## src/common/csi_defs.svh

```systemverilog
// Protocol constants shared by RTL and testbench; changing them breaks compatibility with the sender
`ifndef CSI_DEFS_SVH
`define CSI_DEFS_SVH

// Only the low two bits of byte 1 carry the virtual channel
`define CSI_VC_MASK 8'h03

// Data types from this value upward announce a long packet with payload
`define CSI_LONG_MIN_DT 8'h10

// Data type zero is reserved and always decodes as an error
`define CSI_ERR_DT 8'h00

// The CRC-16 polynomial in reflected form for data processed LSB first
`define CSI_CRC_POLY 16'h8408

// Seed loaded at the start of every long packet
`define CSI_CRC_INIT 16'hFFFF

`endif
```

## src/common/csi_pkg.sv

```systemverilog
// Shared word types; byte 0 is the least significant byte and no ECC byte is modeled
package csi_pkg;

  // Packet header as it sits in one 32-bit word
  // Fields are listed from the MSB down, so data_type lands in byte 0
  typedef struct packed {
    // Payload length in bytes for long packets
    logic [15:0] word_count;
    // Raw byte 1, the decoder masks it down to the channel bits
    logic [7:0]  vc_byte;
    // Byte 0 selects short, long or error handling
    logic [7:0]  data_type;
  } csi_header_t;

  // The same word is either a header or four payload bytes
  // Which view applies depends on where the word falls in the packet
  typedef union packed {
    // Header view, valid only for the first word of a packet
    csi_header_t hdr;
    // Byte view used for payload and checksum words, bytes[0] in the LSBs
    logic [3:0][7:0] bytes;
  } csi_word_u;

endpackage

```

## src/common/csi_payload_if.sv

```systemverilog
// Decoder to checker path; no acknowledge or stall, a strobe may arrive every cycle
`timescale 1ns/10ps

interface csi_payload_if;

  // Forwarded payload or checksum word
  csi_pkg::csi_word_u word;
  // One cycle per forwarded word
  logic strobe;
  // Set on the first word after a header, payload or checksum alike
  logic first;
  // Set when the word carries the checksum in its low half
  logic is_crc;

  // Decoder side
  modport dec (
    output word, strobe, first, is_crc
  );

  // Checker side
  modport chk (
    input word, strobe, first, is_crc
  );

endinterface

```

## src/csi_rx_top.sv

```systemverilog
// Receiver packet layer top; inputs must already be lane-merged and word-aligned
`timescale 1ns/10ps

module csi_rx_top (
  input  logic        clk,
  input  logic        rst_n,
  input  logic [31:0] packet_data,
  input  logic        packet_req,
  output logic [7:0]  packet_type,
  output logic [7:0]  virtual_channel,
  output logic [15:0] word_count,
  output logic        is_long_packet,
  output logic        decode_error,
  output logic        packet_ack,
  output logic [31:0] payload_data,
  output logic        payload_strobe,
  output logic        crc_strobe,
  output logic        crc_error
);

  // Body words flow from decoder to checker over this bus
  csi_payload_if pl_bus ();

  csi_packet_decoder csi_packet_decoder_inst (
    .clk             (clk),
    .rst_n           (rst_n),
    .packet_data     (packet_data),
    .packet_req      (packet_req),
    .packet_type     (packet_type),
    .virtual_channel (virtual_channel),
    .word_count      (word_count),
    .is_long_packet  (is_long_packet),
    .decode_error    (decode_error),
    .packet_ack      (packet_ack),
    .pl              (pl_bus.dec)
  );

  csi_payload_checker csi_payload_checker_inst (
    .clk        (clk),
    .rst_n      (rst_n),
    .pl         (pl_bus.chk),
    .crc_strobe (crc_strobe),
    .crc_error  (crc_error)
  );

  // Payload is visible outside only when the strobe is not for a checksum word
  assign payload_data   = pl_bus.word;
  assign payload_strobe = pl_bus.strobe && !pl_bus.is_crc;

endmodule

```

## src/csi_packet_decoder.sv

```systemverilog
// Expects aligned words with a one-cycle req and no back-pressure; counts must be multiples of 4
`timescale 1ns/10ps
`include "csi_defs.svh"

module csi_packet_decoder (
  input  logic        clk,
  input  logic        rst_n,
  input  logic [31:0] packet_data,
  input  logic        packet_req,
  output logic [7:0]  packet_type,
  output logic [7:0]  virtual_channel,
  output logic [15:0] word_count,
  output logic        is_long_packet,
  output logic        decode_error,
  output logic        packet_ack,
  csi_payload_if.dec  pl
);

  // All decoding works on the input register stage one cycle behind the pins
  csi_pkg::csi_word_u data_r;
  logic               req_r;

  // Payload words still expected for the current long packet
  logic [13:0] remain;
  // The checksum word is still owed after the payload
  logic        crc_pend;
  // Next forwarded word is the first one after its header
  logic        first_pend;

  // A registered strobe that belongs to a packet body rather than a header
  logic fwd;

  assign fwd = req_r && ((remain != 14'd0) || crc_pend);

  // The registered strobe marks a valid word in data_r
  always_ff @(posedge clk or negedge rst_n) begin
    if (!rst_n) begin
      req_r <= 1'b0;
    end else begin
      req_r <= packet_req;
    end
  end

  always_ff @(posedge clk) begin
    data_r <= packet_data;
  end

  // Body words are copied straight onto the interface
  always_ff @(posedge clk) begin
    if (fwd) begin
      pl.word <= data_r;
    end
  end

  always_ff @(posedge clk or negedge rst_n) begin
    if (!rst_n) begin
      packet_type     <= 8'h00;
      virtual_channel <= 8'h00;
      word_count      <= 16'h0000;
      is_long_packet  <= 1'b0;
      decode_error    <= 1'b0;
      packet_ack      <= 1'b0;
      remain          <= 14'd0;
      crc_pend        <= 1'b0;
      first_pend      <= 1'b0;
      pl.strobe       <= 1'b0;
      pl.first        <= 1'b0;
      pl.is_crc       <= 1'b0;
    end else begin
      // Strobes are single-cycle pulses unless set below
      packet_ack <= 1'b0;
      pl.strobe  <= 1'b0;
      if (req_r) begin
        if (remain != 14'd0) begin
          // Payload word of a long packet
          pl.strobe  <= 1'b1;
          pl.is_crc  <= 1'b0;
          pl.first   <= first_pend;
          first_pend <= 1'b0;
          remain     <= remain - 14'd1;
        end else if (crc_pend) begin
          // Checksum word that is also the first word when the count is zero
          pl.strobe  <= 1'b1;
          pl.is_crc  <= 1'b1;
          pl.first   <= first_pend;
          first_pend <= 1'b0;
          crc_pend   <= 1'b0;
        end else begin
          // Header word whose fields hold until the next header
          packet_type     <= data_r.hdr.data_type;
          virtual_channel <= data_r.hdr.vc_byte & `CSI_VC_MASK;
          word_count      <= data_r.hdr.word_count;
          packet_ack      <= 1'b1;
          if (data_r.hdr.data_type == `CSI_ERR_DT) begin
            decode_error   <= 1'b1;
            is_long_packet <= 1'b0;
          end else if (data_r.hdr.data_type >= `CSI_LONG_MIN_DT) begin
            if (data_r.hdr.word_count[1:0] != 2'b00) begin
              // A partial last word is not supported and is handled like a short packet
              decode_error   <= 1'b1;
              is_long_packet <= 1'b0;
            end else begin
              decode_error   <= 1'b0;
              is_long_packet <= 1'b1;
              remain         <= data_r.hdr.word_count[15:2];
              crc_pend       <= 1'b1;
              first_pend     <= 1'b1;
            end
          end else begin
            // Nothing follows a short packet
            decode_error   <= 1'b0;
            is_long_packet <= 1'b0;
          end
        end
      end
    end
  end

endmodule

```

## src/payload/csi_payload_checker.sv

```systemverilog
// Checks one long packet at a time; the checksum is taken from the low 16 bits of its word
`timescale 1ns/10ps
`include "csi_defs.svh"

module csi_payload_checker (
  input  logic       clk,
  input  logic       rst_n,
  csi_payload_if.chk pl,
  output logic       crc_strobe,
  output logic       crc_error
);

  // Running CRC across the payload words seen so far
  logic [15:0] crc_r;
  // Start value for this word, reseeded at the start of a packet
  logic [15:0] crc_seed;
  // CRC after folding in the current word
  logic [15:0] crc_next;

  // A first word means a new packet, so the old running value is dropped
  assign crc_seed = pl.first ? `CSI_CRC_INIT : crc_r;

  csi_crc16 crc16_inst (
    .crc_in  (crc_seed),
    .word    (pl.word),
    .crc_out (crc_next)
  );

  always_ff @(posedge clk or negedge rst_n) begin
    if (!rst_n) begin
      crc_r      <= `CSI_CRC_INIT;
      crc_strobe <= 1'b0;
      crc_error  <= 1'b0;
    end else begin
      crc_strobe <= 1'b0;
      crc_error  <= 1'b0;
      if (pl.strobe) begin
        if (pl.is_crc) begin
          // Result is valid only together with crc_strobe
          // A zero-length packet compares against the seed itself
          crc_strobe <= 1'b1;
          crc_error  <= ({pl.word.bytes[1], pl.word.bytes[0]} != crc_seed);
        end else begin
          crc_r <= crc_next;
        end
      end
    end
  end

endmodule

```

## src/payload/csi_crc16.sv

```systemverilog
// Pure combinational CRC step over one word; no final XOR, reflected form, byte 0 first
`timescale 1ns/10ps
`include "csi_defs.svh"

module csi_crc16 (
  input  logic [15:0]        crc_in,
  input  csi_pkg::csi_word_u word,
  output logic [15:0]        crc_out
);

  // Walks 32 data bits through the shift register in one cycle
  always_comb begin
    logic [15:0] c;
    logic        fb;
    c = crc_in;
    for (int b = 0; b < 4; b++) begin
      // Each byte enters LSB first, as on the wire
      for (int i = 0; i < 8; i++) begin
        fb = c[0] ^ word.bytes[b][i];
        c  = c >> 1;
        if (fb) begin
          c = c ^ `CSI_CRC_POLY;
        end
      end
    end
    crc_out = c;
  end

endmodule

```

## config.mk

```make
export PLATFORM = sky130hd
export DESIGN_NAME = csi_rx_top
export DESIGN_NICKNAME = d
export VERILOG_FILES = /design/src/common/csi_pkg.sv /design/src/common/csi_payload_if.sv /design/src/csi_rx_top.sv /design/src/csi_packet_decoder.sv /design/src/payload/csi_payload_checker.sv /design/src/payload/csi_crc16.sv
export VERILOG_INCLUDE_DIRS = /design/src /design/src/common
export SDC_FILE = /design/constraint.sdc
export NUM_CORES = 1
export LEC_CHECK = 0
export BUFFER_PORTS_ARGS = -buffer_cell sky130_fd_sc_hd__buf_2
export CAP_MARGIN = 0
export CORE_ASPECT_RATIO = 1.5
export CORE_MARGIN = 8
export CORE_UTILIZATION = 61
export DETAILED_ROUTE_END_ITERATION = 10
export PLACE_DENSITY = 0.85
export SLEW_MARGIN = 15
export SYNTH_ARGS = -nofsm -noshare
export SYNTH_HDL_FRONTEND = slang
export SYNTH_SLANG_ARGS = --single-unit
```

## constraint.sdc

```tcl
create_clock -name clk -period 6.6 [get_ports clk]
set_input_delay 0 -clock clk [delete_from_list [all_inputs] [get_ports clk]]
set_output_delay 0 -clock clk [all_outputs]
set_load 0.01 [all_outputs]
```

==> After elaboration in Yosys (flattened, before gate mapping) <==
Cells that the tools add are included.
Widths: inputs -> output; s select.
{ "word_totals": {"reg_bits": 131, "inputBits": 35, "out_inout_bits": 70, "word_cells": 173} }
{ "op_classes": {"add_sub_neg": 1, "magnitude_cmp": 1, "n_eq_ne": 6, "mux": 64, "bitwise_logic": 67, "reduce_logical": 16} }
{ "op_table": {"columns": ["op", "count"], "rows": [
  ["$mux 16", 33],
  ["$not 2->3", 32],
  ["$mux 14", 5],
  ["$xor 1x1->1", 32],
  ["$mux 1", 26],
  ["$ne 16x16->1", 1],
  ["$reduce_bool 14->1", 1],
  ["$sub 14x1->14 const B", 1],
  ["$ge 8x5->1 const B", 1],
  ["$logic_not 8->1", 1],
  ["$ne 3x1->1 const B", 2],
  ["$reduce_and 2->1", 3],
  ["$reduce_bool 2->1", 3],
  ["$reduce_and 5->1", 1],
  ["$ne 2x1->1 const B", 2],
  ["$reduce_and 4->1", 1],
  ["$not 1->1", 3],
  ["$reduce_and 3->1", 1],
  ["$reduce_bool 3->1", 1],
  ["$logic_and 1x1->1", 2],
  ["$ne 2x2->1 const B", 1],
  ["$logic_not 1->1", 1],
  ["$logic_or 1x1->1", 1]
]} }

==> Logic depth before layout (Yosys ltp) <==
{ "logic_depth": {"ltp_word": 65, "depth_mapped": 12} }

==> Hierarchy <==
Synthesis repeated with hierarchy kept, for this count alone.
{ "hier_totals": {"hier_cells": 467, "hier_area_um2": 6339.8} }
{ "by_module_without_submodules": {"columns": ["module", "n_inst", "cells_per_inst", "area_each_um2", "seq_area_each_um2"], "rows": [
  ["csi_packet_decoder", 1, 269, 4075.2, 2827.7],
  ["csi_crc16", 1, 87, 1143.6, 0.0],
  ["csi_payload_checker", 1, 110, 1107.3, 470.5],
  ["csi_rx_top", 1, 1, 13.8, 0.0]
]} }

==> Worst setup path before layout <==
OpenSTA, ideal clock, no wires.
{ "synth_path": {"path_kind": "reg-to-reg", "startpoint": "reg csi_packet_decoder_inst.remain[0]", "endpoint": "reg csi_packet_decoder_inst.pl.first", "t_arrival_ns": 3.068, "path_slack_ns": 3.406, "stages_incl_launch_ff": 11, "synth_period_minus_slack_ns": 3.194, "path_cell_list": "dfrtp_1 -> inv_1 -> ha_1 -> nand3_1 -> or3_1 -> buf_2 -> or3_1 -> buf_6 -> nor2_1 -> nor2_1 -> mux2_2"} }
{ "synth_via": {"elab_chain_len": 3} }
{ "synth_lines": {"columns": ["item", "line_no", "source"], "rows": [
  ["start, declared", "csi_packet_decoder.sv:24", "logic [13:0] remain;"],
  ["start signal, assigned", "csi_packet_decoder.sv:80", "remain <= remain - 14'd1;"],
  ["start signal, assigned", "csi_packet_decoder.sv:105", "remain <= data_r.hdr.word_count[15:2];"],
  ["$reduce_bool 14->1 (*)", "csi_packet_decoder.sv:74", "if (remain != 14'd0) begin"],
  ["$reduce_bool 2->1 (no source line)", null, null],
  ["$reduce_and 2->1 (no source line)", null, null],
  ["end signal, assigned", "csi_packet_decoder.sv:78", "pl.first <= first_pend;"],
  ["end signal, assigned", "csi_packet_decoder.sv:85", "pl.first <= first_pend;"],
  ["end, declared", "csi_payload_if.sv:17", "output word, strobe, first, is_crc"]
]} }
Every way passes the cells marked *; elsewhere a longest branch is shown, timed or not.
A chain may end at the register's enable or synchronous reset.

==> Worst setup path after layout <==
{ "layout_path": {"startpoint": "reg csi_packet_decoder_inst.remain[0]", "endpoint": "reg csi_packet_decoder_inst.packet_type[6]"} }
{ "layout_via": {"elab_chain_len": 3} }
{ "layout_lines": {"columns": ["item", "line_no", "source"], "rows": [
  ["$reduce_bool 14->1", "csi_packet_decoder.sv:74", null],
  ["$not 1->1 (no source line)", null, null],
  ["$reduce_and 3->1 (no source line)", null, null],
  ["end signal, assigned", "csi_packet_decoder.sv:90", "packet_type <= data_r.hdr.data_type;"],
  ["end, declared", "csi_packet_decoder.sv:10", "output logic [7:0] packet_type,"]
]} }
Every way passes these cells.

==> summary.txt <==
Floorplan
  • Row count: between 40 and 50
  • Chip height: around 140 µm
  • Chip width: 99.2 µm
  • Core Region: roughly 10000 µm²
  • Die ar.: 14000 µm²
  • # IOs: between 100 and 150
  • Initial Util: between 60% and 70%

Cells and area
  • Syn-to-layout area delta: 23.0%
  • Antenna diodes: 0
  • Fillers: 580
  • # nets final: between 600 and 700
  • Non-filler instance count after layout: about 760
  • Layout cells sized above 1: about 30%

Min path
  • Min-delay src: packet_data[12]
  • Worst min-delay path class: input port to register
  • Hold Crit Depth: 2
  • Min-Delay Endpoint: csi_packet_decoder_inst.data_r[12]

STA
  • Slew Viols, Final: 0
  • Slew headroom: between 30% and 40%
  • Setup_tns: 0 ns
  • Worst Max-Slew Pin Slew: slightly below 1 ns
  • Max Clk Rate: 0.295 GHz
  • Worst setup margin: 3.21 ns
  • Layout Skew: 0.00937 ns
  • Final setup viols: 0
  • Final hold vios: 0
  • Ratio of final minimum period to clock period: 51.3%
  • Clock period minus final worst setup slack: 3.39 ns
  • RSZ-0062 raised after global routing: false

Routing
  • Drt via density: between 5 and 6
  • 1st-iter DRT viols: around 320
  • Routed Wire Length: 17200 µm
  • Drt first pass iters: 5
  • Post-DRT Antenna Nets: 0
  • Drt drc: 0
  • Avg WL per Cell: 22.7 µm
  • Total number of vias: 4498

Critical path
  • CP Class: register to register
  • Worst R2R End: csi_packet_decoder_inst.packet_type[6]
  • R2r setup slk: 3.21 ns
  • WP data required: 6.90 ns
  • Worst r2r path cells: 7
  • R2R Path Start: csi_packet_decoder_inst.remain[0]
  • Data arrival time of the critical path: approximately 3.7 ns
  • CP startpoint kind: register
  • Crit-path max FO: 31
  • Crit end category: register

Placement
  • Post-DP HPWL: between 10000 and 15000 µm
  • PortBufs: 98
  • RD Place Congestion: 0.891
  • Number of placed cells counting well taps: just under 700
  • Setup slack at placement: around 3.3 ns

Outcome
  • Status: complete, no violations

Synth
  • Distinct cells, synth: roughly 50
  • Multiplexer share of the synthesized area: around 7.5%
  • Post-Syn Area per Cell: ~13 µm²
  • Complex-gate fraction of the synthesized area: roughly 6.3%
  • Synth Instances: 500
  • Post-synthesis simple-gate area fraction: between 7 and 8%
  • Post-Synth Adder-Cell Area: 0.198%
  • Post-synth EDFFs: 32
  • Synth Register Bits: around 130
  • Sequential fraction of the synthesis area: a little over half
  • Largest family of logic cells by synthesized area: XOR/XNOR gates
  • Synth Area in XOR/XNOR: a little over a fifth
  • Async S/R FF share, synth: 51.1%
  • Synth warn: 0
  • Post-Syn Area: 6330 µm²
  • Ys flop type: dfrtp_1

Clocking
  • Post-CTS Hold Buffers: 34
  • Post-CTS Setup Inserts: 0
  • Clk buf depth: 2
  • Worst-skew pair later-pin latency: about 0.42 ns
  • TritonCTS buffer count: 17
  • TritonCTS Sinks: 131
  • Post-CTS Resized: 0
  • Root buffer cell: clkbuf_16
  • Clk slew on worst S/H paths: ~0.06 ns
  • TritonCTS clock tree: yes
  • H-tree levels: 4

GRT
  • Initial antenna violation count: 0
  • Remaining Overflow, GRT: 0
  • Vias in the first global route: 4785
  • GRT Total Usage: around 25%
  • Global-route wire length before repair: about 27000 µm
  • Largest net degree at the start of global routing: just under 70

Run
  • Max_cap viols: 0
-- flip-flops by register name (all words and copies together), names as in the netlist, 2 cells and up --
name / flops
csi_packet_decoder_inst.data_r: 32
csi_packet_decoder_inst.packet_type: 8
csi_packet_decoder_inst.pl.word: 32
csi_packet_decoder_inst.remain: 14
csi_packet_decoder_inst.virtual_channel: 2
csi_packet_decoder_inst.word_count: 16
csi_payload_checker_inst.crc_r: 16
-- layout make-up --
| type | count | area, µm² | share of cell area (%) |
|---|---|---|---|
| clock buffers | 18 | 429 | 5.51 |
| clock inverters | 14 | 228 | 2.92 |
| inverters | 9 | 33.8 | 0.434 |
| multi-input cells | 335 | 2800 | 36.0 |
| flip-flops and latches | 131 | 3300 | 42.3 |
| well taps | 117 | 146 | 1.88 |
| repair buffers | 135 | 853 | 11.0 |
-- metrics by stage --
step | hold WS (ns) | instance area (µm²) | utilization, %
detailed placement | 0.104 | 6790 | 67.0
global route | 0.212 | 7790 | 76.9
finish | 0.219 | 7790 | 76.9
floorplan | -0.296 | 6350 | -
global placement | 0.102 | 6790 | 67.0
CTS | 0.206 | 7790 | 76.9
-- routing by layer --
layer | vias to the layer above | share of wire (%) | GRT usage (%)
met1 | 2263 | 34 | 25.5
met5 | - | 0 | 0
met3 | 49 | 5.2 | 5.32
met2 | 214 | 57 | 46.8
li1 | 1972 | - | -
met4 | 0 | 4.3 | 15.1
-- cells in the final DEF, fill, tap and decap left out, types with 9 or more instances in the layout --
cell type and count:
dlygate4sd3_1 34, xnor3_1 19, clkbuf_16 17, nand2_1 34, o21ai_0 26, edfxtp_1 32, nor3_1 13, a21oi_1 17
dfrtp_1 51, inv_1 9, dfstp_2 16, nor2_1 37, buf_2 98, dfxtp_1 32, xnor2_1 56, mux2_4 25
xor2_1 29
-- synth_stat cells, drive strengths merged, types with 9 or more instances --
library cell   n  area share, %
xnor2         59            8.5
dfrtp         51             20
nor2          40            2.5
nand2         34            2.0
mux2          33            7.4
dfxtp         32             10
edfxtp        32             15
xor2          30            4.3
o21ai         28            2.2
buf           22            3.0
xnor3         19            6.8
a21oi         17            1.3
dfstp         16            6.6
nor3          13            1.0
inv            9           0.53
-- worst max path at each step --
stage | from | cells past startpoint | endpoint | slack (ns)
floorplan | csi_packet_decoder_inst.remain[0] | 10 | csi_packet_decoder_inst.pl.first | 3.41
global placement | csi_packet_decoder_inst.remain[0] | 7 | csi_packet_decoder_inst.word_count[8] | 3.38
detailed placement | csi_packet_decoder_inst.remain[0] | 7 | csi_packet_decoder_inst.virtual_channel[1] | 3.29
CTS | csi_packet_decoder_inst.remain[0] | 7 | csi_packet_decoder_inst.packet_type[6] | 3.23
global route | csi_packet_decoder_inst.remain[0] | 7 | csi_packet_decoder_inst.packet_type[6] | 3.05
finish | csi_packet_decoder_inst.remain[0] | 7 | csi_packet_decoder_inst.packet_type[6] | 3.21
-- critical path, stage by stage (launching register included) --
cell and delay, ns:
dfrtp_1 0.40, inv_1 0.07, ha_1 0.19, nand3_1 0.11, or3_1 0.42, or3_1 0.66, or3_2 0.94, mux2_4 0.46
-- logic make-up (layout without fill, tap and decap cells) --
| kind of cell | after synthesis | in the layout |
|---|---|---|
| other | 1 | 6 |
| multiplexers | 34 | 34 |
| AO/OA/AOI/OAI | 68 | 68 |
| XOR/XNOR | 114 | 114 |
| AND/OR/NAND/NOR | 112 | 112 |
| adder cells (fa/ha/maj) | 1 | 1 |
| flip-flops | 131 | 131 |
| buffers and inverters | 39 | 176 |
Power is left out: the tool's default activity adds up to more than one toggle a clock period on the data nets, which glitch-free logic cannot reach.
